### src/verilog/lsc_pkg.sv
// shared types and constants for the vector load-store path
// every module refers to these through lsc_pkg:: scoped names
`default_nettype none

package lsc_pkg;

    // geometry
    localparam int NUM_LANES        = 4;
    localparam int BLOCK_WORDS      = 4;
    localparam int N_BLOCK_BITS     = 2;
    localparam int MEM_BLOCKS       = 16;
    localparam int BLOCK_INDEX_BITS = $clog2(MEM_BLOCKS);

    // timing of the memory model
    localparam int MEM_LATENCY    = 2;
    localparam int IFLUSH_CYCLES  = 2;
    localparam int DFLUSH_CYCLES  = 6;
    localparam int MEM_CNT_BITS   = $clog2(MEM_LATENCY + 1);
    localparam int FLUSH_CNT_BITS = $clog2(DFLUSH_CYCLES + 1);

    // 1 = big-endian byte order on the bus
    localparam bit BUS_BIG_ENDIAN = 1'b0;

    typedef logic [31:0] word_t;
    typedef word_t [BLOCK_WORDS-1:0] block_t;
    typedef word_t [NUM_LANES-1:0] lane_words_t;

    typedef enum logic [2:0] {LB, LBU, LH, LHU, LW} load_type_e;

    typedef struct packed {
        logic                 ren;
        logic                 wen;
        load_type_e           load_type;
        logic                 block_access;
        word_t                addr;
        word_t                store_data;
        lane_words_t          store_data_wide;
        lane_words_t          addr_wide;
        logic [NUM_LANES-1:0] ven_lanes;
    } lsc_req_t;

    typedef struct packed {
        logic        ready;
        logic        mal_addr;
        word_t       dload_ext;
        lane_words_t dload_ext_wide;
    } lsc_resp_t;

    typedef struct packed {
        logic                     ren;
        logic                     wen;
        word_t                    addr;
        logic [4*BLOCK_WORDS-1:0] byte_en;
        block_t                   wdata;
    } bus_req_t;

    typedef struct packed {
        logic icache_flush;
        logic dcache_flush;
    } cache_ctl_t;

    // reverse byte order of one word
    function automatic word_t byte_swap(word_t w);
        return {w[7:0], w[15:8], w[23:16], w[31:24]};
    endfunction

endpackage

`default_nettype wire

### src/verilog/lsc_req_latch.sv
// input register for core requests
// captures a new request only while the path is ready, else holds it
`timescale 1ns/10ps
`default_nettype none

module lsc_req_latch (
    input  wire logic             CLK,
    input  wire logic             nRST,
    input  wire lsc_pkg::lsc_req_t core_req,
    input  wire logic             ready,
    output lsc_pkg::lsc_req_t     held_req
);

    logic              ren_q;
    logic              wen_q;
    lsc_pkg::lsc_req_t payload_q;

    always_ff @(posedge CLK, negedge nRST) begin
        if (!nRST) begin
            ren_q <= 1'b0;
            wen_q <= 1'b0;
        end else if (ready) begin
            ren_q <= core_req.ren;
            wen_q <= core_req.wen;
        end
    end

    // address and data fields
    always_ff @(posedge CLK) begin
        if (ready) begin
            payload_q <= core_req;
        end
    end

    always_comb begin
        held_req     = payload_q;
        held_req.ren = ren_q;
        held_req.wen = wen_q;
    end

endmodule

`default_nettype wire

### src/verilog/lsc_byte_lane.sv
// byte enable and alignment check for one 32-bit access
// used once for scalar accesses and once per vector lane
`timescale 1ns/10ps
`default_nettype none

module lsc_byte_lane (
    input  wire lsc_pkg::word_t      addr,
    input  wire lsc_pkg::load_type_e load_type,
    input  wire logic                is_store,
    output logic [3:0]               byte_en,
    output logic                     mal_addr
);

    logic [1:0] offset;
    logic [3:0] be_std;

    assign offset = addr[1:0];

    always_comb begin
        be_std   = 4'b0000;
        mal_addr = 1'b0;
        case (load_type)
            lsc_pkg::LB, lsc_pkg::LBU: begin
                be_std = 4'b0001 << offset;
            end
            lsc_pkg::LH, lsc_pkg::LHU: begin
                // only offsets 0 and 2 map to a valid half
                case (offset)
                    2'b00:   be_std = 4'b0011;
                    2'b10:   be_std = 4'b1100;
                    default: be_std = 4'b0000;
                endcase
                mal_addr = offset[0];
            end
            lsc_pkg::LW: begin
                be_std   = 4'b1111;
                mal_addr = (offset != 2'b00);
            end
            default: begin
                be_std   = 4'b0000;
                mal_addr = 1'b0;
            end
        endcase
    end

    // store enables follow the swapped data on a big-endian bus
    assign byte_en = (lsc_pkg::BUS_BIG_ENDIAN && is_store)
                   ? {be_std[0], be_std[1], be_std[2], be_std[3]}
                   : be_std;

endmodule

`default_nettype wire

### src/verilog/lsc_load_extend.sv
// load data extension
// moves the enabled byte or half to bit 0, then sign or zero extends
`timescale 1ns/10ps
`default_nettype none

module lsc_load_extend (
    input  wire lsc_pkg::word_t      word_in,
    input  wire lsc_pkg::load_type_e load_type,
    input  wire logic [3:0]          byte_en,
    output lsc_pkg::word_t           ext_out
);

    logic [7:0]  sel_byte;
    logic [15:0] sel_half;

    always_comb begin
        case (byte_en)
            4'b0001: sel_byte = word_in[7:0];
            4'b0010: sel_byte = word_in[15:8];
            4'b0100: sel_byte = word_in[23:16];
            4'b1000: sel_byte = word_in[31:24];
            default: sel_byte = 8'h00;
        endcase
        case (byte_en)
            4'b0011: sel_half = word_in[15:0];
            4'b1100: sel_half = word_in[31:16];
            default: sel_half = 16'h0000;
        endcase
    end

    always_comb begin
        case (load_type)
            lsc_pkg::LB:  ext_out = {{24{sel_byte[7]}}, sel_byte};
            lsc_pkg::LBU: ext_out = {24'h000000, sel_byte};
            lsc_pkg::LH:  ext_out = {{16{sel_half[15]}}, sel_half};
            lsc_pkg::LHU: ext_out = {16'h0000, sel_half};
            lsc_pkg::LW:  ext_out = word_in;
            default:      ext_out = '0;
        endcase
    end

endmodule

`default_nettype wire

### src/verilog/lsc_fence_tracker.sv
// instruction fence handling
// a rising ifence flushes both caches, stall holds until both report done
`timescale 1ns/10ps
`default_nettype none

module lsc_fence_tracker (
    input  wire logic        CLK,
    input  wire logic        nRST,
    input  wire logic        ifence,
    input  wire logic        iflush_done,
    input  wire logic        dflush_done,
    output lsc_pkg::cache_ctl_t cc,
    output logic             fence_stall
);

    logic ifence_d;
    logic fence_pulse;
    logic iflushed;
    logic dflushed;

    assign fence_pulse = ifence & ~ifence_d;

    always_ff @(posedge CLK, negedge nRST) begin
        if (!nRST) begin
            ifence_d <= 1'b0;
            iflushed <= 1'b1;
            dflushed <= 1'b1;
        end else begin
            ifence_d <= ifence;
            // a done pulse wins over a new fence in the same cycle
            if (iflush_done) begin
                iflushed <= 1'b1;
            end else if (fence_pulse) begin
                iflushed <= 1'b0;
            end
            if (dflush_done) begin
                dflushed <= 1'b1;
            end else if (fence_pulse) begin
                dflushed <= 1'b0;
            end
        end
    end

    assign cc.icache_flush = fence_pulse;
    assign cc.dcache_flush = fence_pulse;

    assign fence_stall = ~(iflushed & dflushed);

endmodule

`default_nettype wire

### src/verilog/load_store_controller.sv
// load-store controller for scalar and four-lane block accesses
// turns the held core request into a block-wide bus request and extends
// the returned block data into scalar and per-lane load results
`timescale 1ns/10ps
`default_nettype none

module load_store_controller (
    input  wire lsc_pkg::lsc_req_t held_req,
    input  wire lsc_pkg::block_t   rdata,
    input  wire logic              busy,
    output lsc_pkg::bus_req_t      bus_req,
    output lsc_pkg::lsc_resp_t     core_resp
);

    logic [3:0]                       be_scalar;
    logic                             mal_scalar;
    logic [lsc_pkg::N_BLOCK_BITS-1:0] slot;
    lsc_pkg::word_t                   store_repl;
    lsc_pkg::block_t                  rd_words;
    logic [lsc_pkg::NUM_LANES-1:0][3:0] be_lane;
    lsc_pkg::lane_words_t             lane_word;

    // word slot of a scalar access inside its block
    assign slot = held_req.addr[2 +: lsc_pkg::N_BLOCK_BITS];

    lsc_byte_lane u_scalar_lane (
        .addr      (held_req.addr),
        .load_type (held_req.load_type),
        .is_store  (held_req.wen),
        .byte_en   (be_scalar),
        .mal_addr  (mal_scalar)
    );

    // store data replicated so each byte lane sees it
    always_comb begin
        case (held_req.load_type)
            lsc_pkg::LB, lsc_pkg::LBU: store_repl = {4{held_req.store_data[7:0]}};
            lsc_pkg::LH, lsc_pkg::LHU: store_repl = {2{held_req.store_data[15:0]}};
            lsc_pkg::LW:               store_repl = held_req.store_data;
            default:                   store_repl = '0;
        endcase
    end

    assign bus_req.ren = held_req.ren;
    assign bus_req.wen = held_req.wen;

    always_comb begin
        if (held_req.block_access) begin
            bus_req.addr = {held_req.addr[31:lsc_pkg::N_BLOCK_BITS+2],
                            (lsc_pkg::N_BLOCK_BITS+2)'(0)};
            for (int i = 0; i < lsc_pkg::BLOCK_WORDS; i++) begin
                bus_req.byte_en[4*i +: 4] = held_req.ven_lanes[i] ? 4'hf : 4'h0;
                bus_req.wdata[i] = lsc_pkg::BUS_BIG_ENDIAN
                                 ? lsc_pkg::byte_swap(held_req.store_data_wide[i])
                                 : held_req.store_data_wide[i];
            end
        end else begin
            bus_req.addr    = held_req.addr;
            bus_req.byte_en = (4*lsc_pkg::BLOCK_WORDS)'(be_scalar) << (4 * slot);
            for (int i = 0; i < lsc_pkg::BLOCK_WORDS; i++) begin
                bus_req.wdata[i] = lsc_pkg::BUS_BIG_ENDIAN
                                 ? lsc_pkg::byte_swap(store_repl)
                                 : store_repl;
            end
        end
    end

    // back to core byte order
    always_comb begin
        for (int i = 0; i < lsc_pkg::BLOCK_WORDS; i++) begin
            rd_words[i] = lsc_pkg::BUS_BIG_ENDIAN ? lsc_pkg::byte_swap(rdata[i]) : rdata[i];
        end
    end

    lsc_load_extend u_scalar_ext (
        .word_in   (rd_words[slot]),
        .load_type (held_req.load_type),
        .byte_en   (be_scalar),
        .ext_out   (core_resp.dload_ext)
    );

    for (genvar g = 0; g < lsc_pkg::NUM_LANES; g++) begin : g_lane
        lsc_byte_lane u_lane (
            .addr      (held_req.addr_wide[g]),
            .load_type (held_req.load_type),
            .is_store  (1'b0),
            .byte_en   (be_lane[g]),
            .mal_addr  ()
        );

        // each enabled lane picks its own word of the block
        assign lane_word[g] = held_req.ven_lanes[g]
            ? rd_words[held_req.addr_wide[g][2 +: lsc_pkg::N_BLOCK_BITS]]
            : '0;

        lsc_load_extend u_lane_ext (
            .word_in   (lane_word[g]),
            .load_type (held_req.load_type),
            .byte_en   (be_lane[g]),
            .ext_out   (core_resp.dload_ext_wide[g])
        );
    end

    assign core_resp.ready    = ~busy;
    assign core_resp.mal_addr = mal_scalar & ~held_req.block_access;

endmodule

`default_nettype wire

### src/verilog/block_data_mem.sv
// block-wide data memory model with fixed access latency
// also answers icache and dcache flush requests after fixed delays
`timescale 1ns/10ps
`default_nettype none

module block_data_mem (
    input  wire logic                CLK,
    input  wire logic                nRST,
    input  wire lsc_pkg::bus_req_t   bus_req,
    input  wire lsc_pkg::cache_ctl_t cc,
    output lsc_pkg::block_t          rdata,
    output logic                     busy,
    output logic                     iflush_done,
    output logic                     dflush_done
);

    lsc_pkg::block_t                  mem [lsc_pkg::MEM_BLOCKS];
    logic [lsc_pkg::BLOCK_INDEX_BITS-1:0] blk;
    logic [lsc_pkg::MEM_CNT_BITS-1:0] lat_cnt;
    logic [1:0]                       guard;
    logic                             start;
    logic [1:0]                       flush_req;
    logic [1:0]                       flush_done;
    logic [lsc_pkg::FLUSH_CNT_BITS-1:0] flush_cnt [2];

    assign blk   = bus_req.addr[lsc_pkg::N_BLOCK_BITS+2 +: lsc_pkg::BLOCK_INDEX_BITS];
    assign start = (bus_req.ren | bus_req.wen) && (lat_cnt == '0) && (guard == 2'd0);
    assign busy  = (lat_cnt != '0) | start;

    always_ff @(posedge CLK, negedge nRST) begin
        if (!nRST) begin
            lat_cnt <= '0;
            guard   <= 2'd0;
        end else if (lat_cnt != '0) begin
            lat_cnt <= lat_cnt - 1'b1;
            // skip two edges while the input register brings in the next request
            if (lat_cnt == 1) guard <= 2'd2;
        end else if (guard != 2'd0) begin
            guard <= guard - 1'b1;
        end else if (start) begin
            lat_cnt <= lsc_pkg::MEM_CNT_BITS'(lsc_pkg::MEM_LATENCY);
        end
    end

    // access happens on the edge where busy drops
    always_ff @(posedge CLK) begin
        if (lat_cnt == 1) begin
            if (bus_req.wen) begin
                for (int b = 0; b < 4*lsc_pkg::BLOCK_WORDS; b++) begin
                    if (bus_req.byte_en[b]) begin
                        mem[blk][b/4][8*(b%4) +: 8] <= bus_req.wdata[b/4][8*(b%4) +: 8];
                    end
                end
            end
            rdata <= mem[blk];
        end
    end

    assign flush_req   = {cc.dcache_flush, cc.icache_flush};
    assign iflush_done = flush_done[0];
    assign dflush_done = flush_done[1];

    for (genvar f = 0; f < 2; f++) begin : g_flush
        always_ff @(posedge CLK, negedge nRST) begin
            if (!nRST) begin
                flush_cnt[f] <= '0;
            end else if (flush_req[f]) begin
                flush_cnt[f] <= lsc_pkg::FLUSH_CNT_BITS'((f == 0) ? lsc_pkg::IFLUSH_CYCLES
                                                                  : lsc_pkg::DFLUSH_CYCLES);
            end else if (flush_cnt[f] != '0) begin
                flush_cnt[f] <= flush_cnt[f] - 1'b1;
            end
        end
        assign flush_done[f] = (flush_cnt[f] == 1);
    end

endmodule

`default_nettype wire

### src/verilog/lsc_top.sv
// top of the load-store path
// request register, controller, fence tracker and block memory
`timescale 1ns/10ps
`default_nettype none

module lsc_top (
    input  wire logic              CLK,
    input  wire logic              nRST,
    input  wire lsc_pkg::lsc_req_t core_req,
    input  wire logic              ifence,
    output lsc_pkg::lsc_resp_t     core_resp,
    output logic                   fence_stall
);

    lsc_pkg::lsc_req_t   held_req;
    lsc_pkg::bus_req_t   bus_req;
    lsc_pkg::block_t     rdata;
    lsc_pkg::cache_ctl_t cc;
    logic                busy;
    logic                iflush_done;
    logic                dflush_done;

    lsc_req_latch u_req_latch (
        .CLK      (CLK),
        .nRST     (nRST),
        .core_req (core_req),
        .ready    (core_resp.ready),
        .held_req (held_req)
    );

    load_store_controller u_lsc (
        .held_req  (held_req),
        .rdata     (rdata),
        .busy      (busy),
        .bus_req   (bus_req),
        .core_resp (core_resp)
    );

    lsc_fence_tracker u_fence (
        .CLK         (CLK),
        .nRST        (nRST),
        .ifence      (ifence),
        .iflush_done (iflush_done),
        .dflush_done (dflush_done),
        .cc          (cc),
        .fence_stall (fence_stall)
    );

    block_data_mem u_mem (
        .CLK         (CLK),
        .nRST        (nRST),
        .bus_req     (bus_req),
        .cc          (cc),
        .rdata       (rdata),
        .busy        (busy),
        .iflush_done (iflush_done),
        .dflush_done (dflush_done)
    );

endmodule

`default_nettype wire

### config.mk
export PLATFORM = sky130hd
export DESIGN_NAME = lsc_top
export DESIGN_NICKNAME = d
export VERILOG_FILES = /design/src/verilog/lsc_pkg.sv /design/src/verilog/lsc_req_latch.sv /design/src/verilog/lsc_byte_lane.sv /design/src/verilog/lsc_load_extend.sv /design/src/verilog/lsc_fence_tracker.sv /design/src/verilog/load_store_controller.sv /design/src/verilog/block_data_mem.sv /design/src/verilog/lsc_top.sv
export SDC_FILE = /design/constraint.sdc
export NUM_CORES = 2
export LEC_CHECK = 0
export BUFFER_PORTS_ARGS = -buffer_cell sky130_fd_sc_hd__buf_2
export CORE_ASPECT_RATIO = 1.25
export CORE_MARGIN = 1
export CORE_UTILIZATION = 60
export CTS_BUF_LIST = sky130_fd_sc_hd__clkbuf_4
export CTS_CLUSTER_DIAMETER = 40
export DETAILED_ROUTE_END_ITERATION = 6
export PLACE_DENSITY = 0.78
export SLEW_MARGIN = 20
export SYNTH_ARGS = -nofsm -noshare
export SYNTH_HDL_FRONTEND = slang
export SYNTH_SLANG_ARGS = --single-unit
### constraint.sdc
create_clock -name CLK -period 6.9 [get_ports CLK]
set_input_delay 0.69 -clock CLK [delete_from_list [all_inputs] [get_ports CLK]]
set_output_delay 0.69 -clock CLK [all_outputs]
set_load 0.005 [all_outputs]
==> flow_summary.ini <==
[status]
outcome = finished, final reports clean

[global_route]
grt_antenna_before_repair = 51
use_met3 = 0.153
grt_use_met1 = 0.467
grt_max_degree = 148
top_usage_layer = met2
grt_use_total = 0.373
met2_usage = 0.545
first_global_vias = 56601
overflow = 0
grt_pass1_wl_um = 416000

[floorplanning]
start_util = 0.606
die_h_um = 452
core_area_mm2 = 0.160
ios = 496
die_w_um = 362
die_area_mm2 = 0.164
fp-row-count = 164

[yosys]
yosysSeqAreaShare = 0.735
syn-instance-count = 4694
synth-edff-count = 2368
avgSynthCellArea_um2 = 20.7
ys_seq_elements = 2383
synth_flop_cell = edfxtp_1
synth.distinct_cells = 72
ys_async_sr_fraction = 0.00629
yosys_warnings = 0
syn_nets = 5037
syn-cell-area_mm2 = 0.0973

[drt]
via_count = 57165
routed_wl_um = 303000
first_pass_iters = 6
ant_nets = 0
drc_errors = 0
dr.first_iter.drc_count = 8766
viasPerCell = 6.84
wl_per_cell_um = 36.2

[final_layout]
multi_input_area_mm2 = 0.0247
final_common_cell = edfxtp_1
areaGrowthSynthToFinish_pct = 15.5
drive_gt1_frac = 0.353
final_cell_mix = edfxtp_1, mux4_2, clkbuf_4, dlygate4sd3_1, buf_2
utilization = 0.700
regArea_mm2 = 0.0715
fill_cells = 9702
num-nets-final = 6139

[sta]
worst_pin_slew_ps = 1420
hold_viol_final = 0
post-route-min-period_ps = 6150
drv_slew = 0
setup_tns_ps = 0
finalSetupViolCount = 0
fmax_ghz = 0.163
relSlewSlack = 0.0410
fin_skew_ps = 130
rsz0062_at_grt = false
finalCritPeriodShare = 0.891

[place]
dp_hpwl_um = 199000
io_buffers = 359
gp_congestion = 1.05

[clock_network]
postCtsResizedCells = 0
cts-buffers-inserted = 574
clockBufferDepth = 4
cts_hold_buffers = 371
post_cts_buffers = 0
h-tree-depth = 6
insertion_delay_ps = 1440
clk_pin_slew_ps = 100
cts_tree = built
cts_root_buffer = clkbuf_4
clock-sinks = 2383

[worst_setup_path]
endpoint_kind = primary output
reg2reg_depth = 6
required_ps = 6210
start_kind = flop
cp.arrival_ps = 5460
crit_fanout = 21
path_class = flop to primary output

[job]
drv_cap = 0

[min_path]
whs_path_depth = 2
hold_path_class = input port to flop

[power_and_ir_drop]
p_per_area_mw_per_mm2 = 400
ir_worst_vdd_v = 0.000311
leakage_nw = 37.6
-- stage by stage --
step	cells	area, µm²	hold slack (ps)	power (mW)	worst slack, ps
2_1_floorplan	4694	97300	394	27.3	1050
3_3_place_gp	7005	102000	461	32.6	2550
3_5_place_dp	7006	102000	470	33.0	2500
4_1_cts	8325	112000	1.69	44.2	965
5_1_grt	8337	112000	84.7	45.9	737
6_report	8363	112000	100	44.9	754
-- area by class of cell --
cell class / count / area share
diodes: 37 / 0.000824
clock buffers: 788 / 0.0527
clock inverters: 160 / 0.00899
inverters: 24 / 0.000869
multi-input cells: 1989 / 0.220
flip-flops and latches: 2383 / 0.636
well taps: 2158 / 0.0240
repair buffers: 824 / 0.0567
-- state kept, by name, summed over array words and instances (netlist names) --
register,cells
u_fence.iflushed,1
u_mem.guard,2
u_mem.mem,2048
u_fence.dflushed,1
u_mem.lat_cnt,2
u_req_latch.held_req,192
u_mem.flush_cnt,6
u_req_latch.ren_q,1
u_fence.ifence_d,1
u_mem.rdata,128
u_req_latch.wen_q,1
-- cell usage after synthesis, types with 4 or more instances --
master | n | area [µm²]
nand2b_1 | 10 | 62.6
or2_1 | 4 | 25.0
a32oi_1 | 4 | 35.0
nand4_1 | 6 | 37.5
buf_2 | 99 | 495
a32o_1 | 4 | 40.0
o21ai_1 | 24 | 120
nor2b_1 | 19 | 119
edfxtp_1 | 2368 | 71100
a21oi_1 | 89 | 445
a221o_1 | 11 | 110
clkbuf_1 | 174 | 653
nand3_1 | 20 | 100
a211oi_1 | 4 | 30.0
nor3b_1 | 5 | 37.5
o21ai_0 | 45 | 225
o21bai_1 | 28 | 210
a21oi_2 | 10 | 87.6
nor3_1 | 13 | 65.1
buf_1 | 14 | 52.6
a22oi_1 | 44 | 330
and2_1 | 10 | 62.6
a22o_1 | 39 | 342
nor2_1 | 316 | 1190
and4_1 | 4 | 35.0
xnor2_1 | 5 | 43.8
mux2_2 | 7 | 78.8
nand2_1 | 311 | 1170
o211ai_1 | 10 | 75.1
mux2i_1 | 33 | 330
a21o_1 | 51 | 383
mux4_2 | 800 | 18000
ha_1 | 10 | 125
buf_4 | 7 | 52.6
inv_1 | 20 | 75.1
buf_6 | 4 | 45.0
a31oi_1 | 8 | 50.1
dfrtp_1 | 13 | 325
-- cells by family (layout without fill, tap and decap cells) --
kind of cell,count (synthesis),count (layout),share of synthesized area
multiplexers,840,840,0.189
XOR/XNOR,6,6,0.000540
AND/OR/NAND/NOR,737,737,0.0314
AO/OA/AOI/OAI,396,396,0.0282
buffers and inverters,322,1796,0.0143
flip-flops,2383,2383,0.735
other,0,37,0
adder cells (fa/ha/maj),10,10,0.00129
-- report_power, final --
group | internal, mW | switching (mW)
combinational | 4.67 | 8.94
clock | 5.80 | 5.54
sequential | 18.9 | 1.06
-- worst paths after layout --
path                                                 from                   endpoint  slack [ps]
worst min register to register           u_fence.iflushed           u_fence.iflushed         480
worst max-delay path            u_req_latch.held_req[326]              core_resp[35]         750
min in group asynchronous                            nRST           u_mem.lat_cnt[0]         410
worst max register to register           u_mem.lat_cnt[1]           u_mem.mem[4][31]        2270
worst min-delay path                        core_req[298]  u_req_latch.held_req[298]         100
max in group asynchronous                            nRST           u_fence.ifence_d        6040
-- critical path: stages (launching register included) --
cell      delay, ps
edfxtp_1        820
buf_12          360
nor2_2          890
nand3_1         500
or2_2           430
a31oi_1         710
buf_2           260
-- per-layer routing --
| metal | vias to the layer above | part of all wire | wire (µm) |
|---|---|---|---|
| met1 | 28829 | 0.32 | 97300 |
| met2 | 5118 | 0.45 | 137000 |
| met4 | 42 | 0.068 | 20700 |
| met3 | 985 | 0.16 | 47600 |
| li1 | 22191 | - | - |
| met5 | - | 0.0013 | 381 |
No activity file was read; power rests on OpenSTA's default activity.
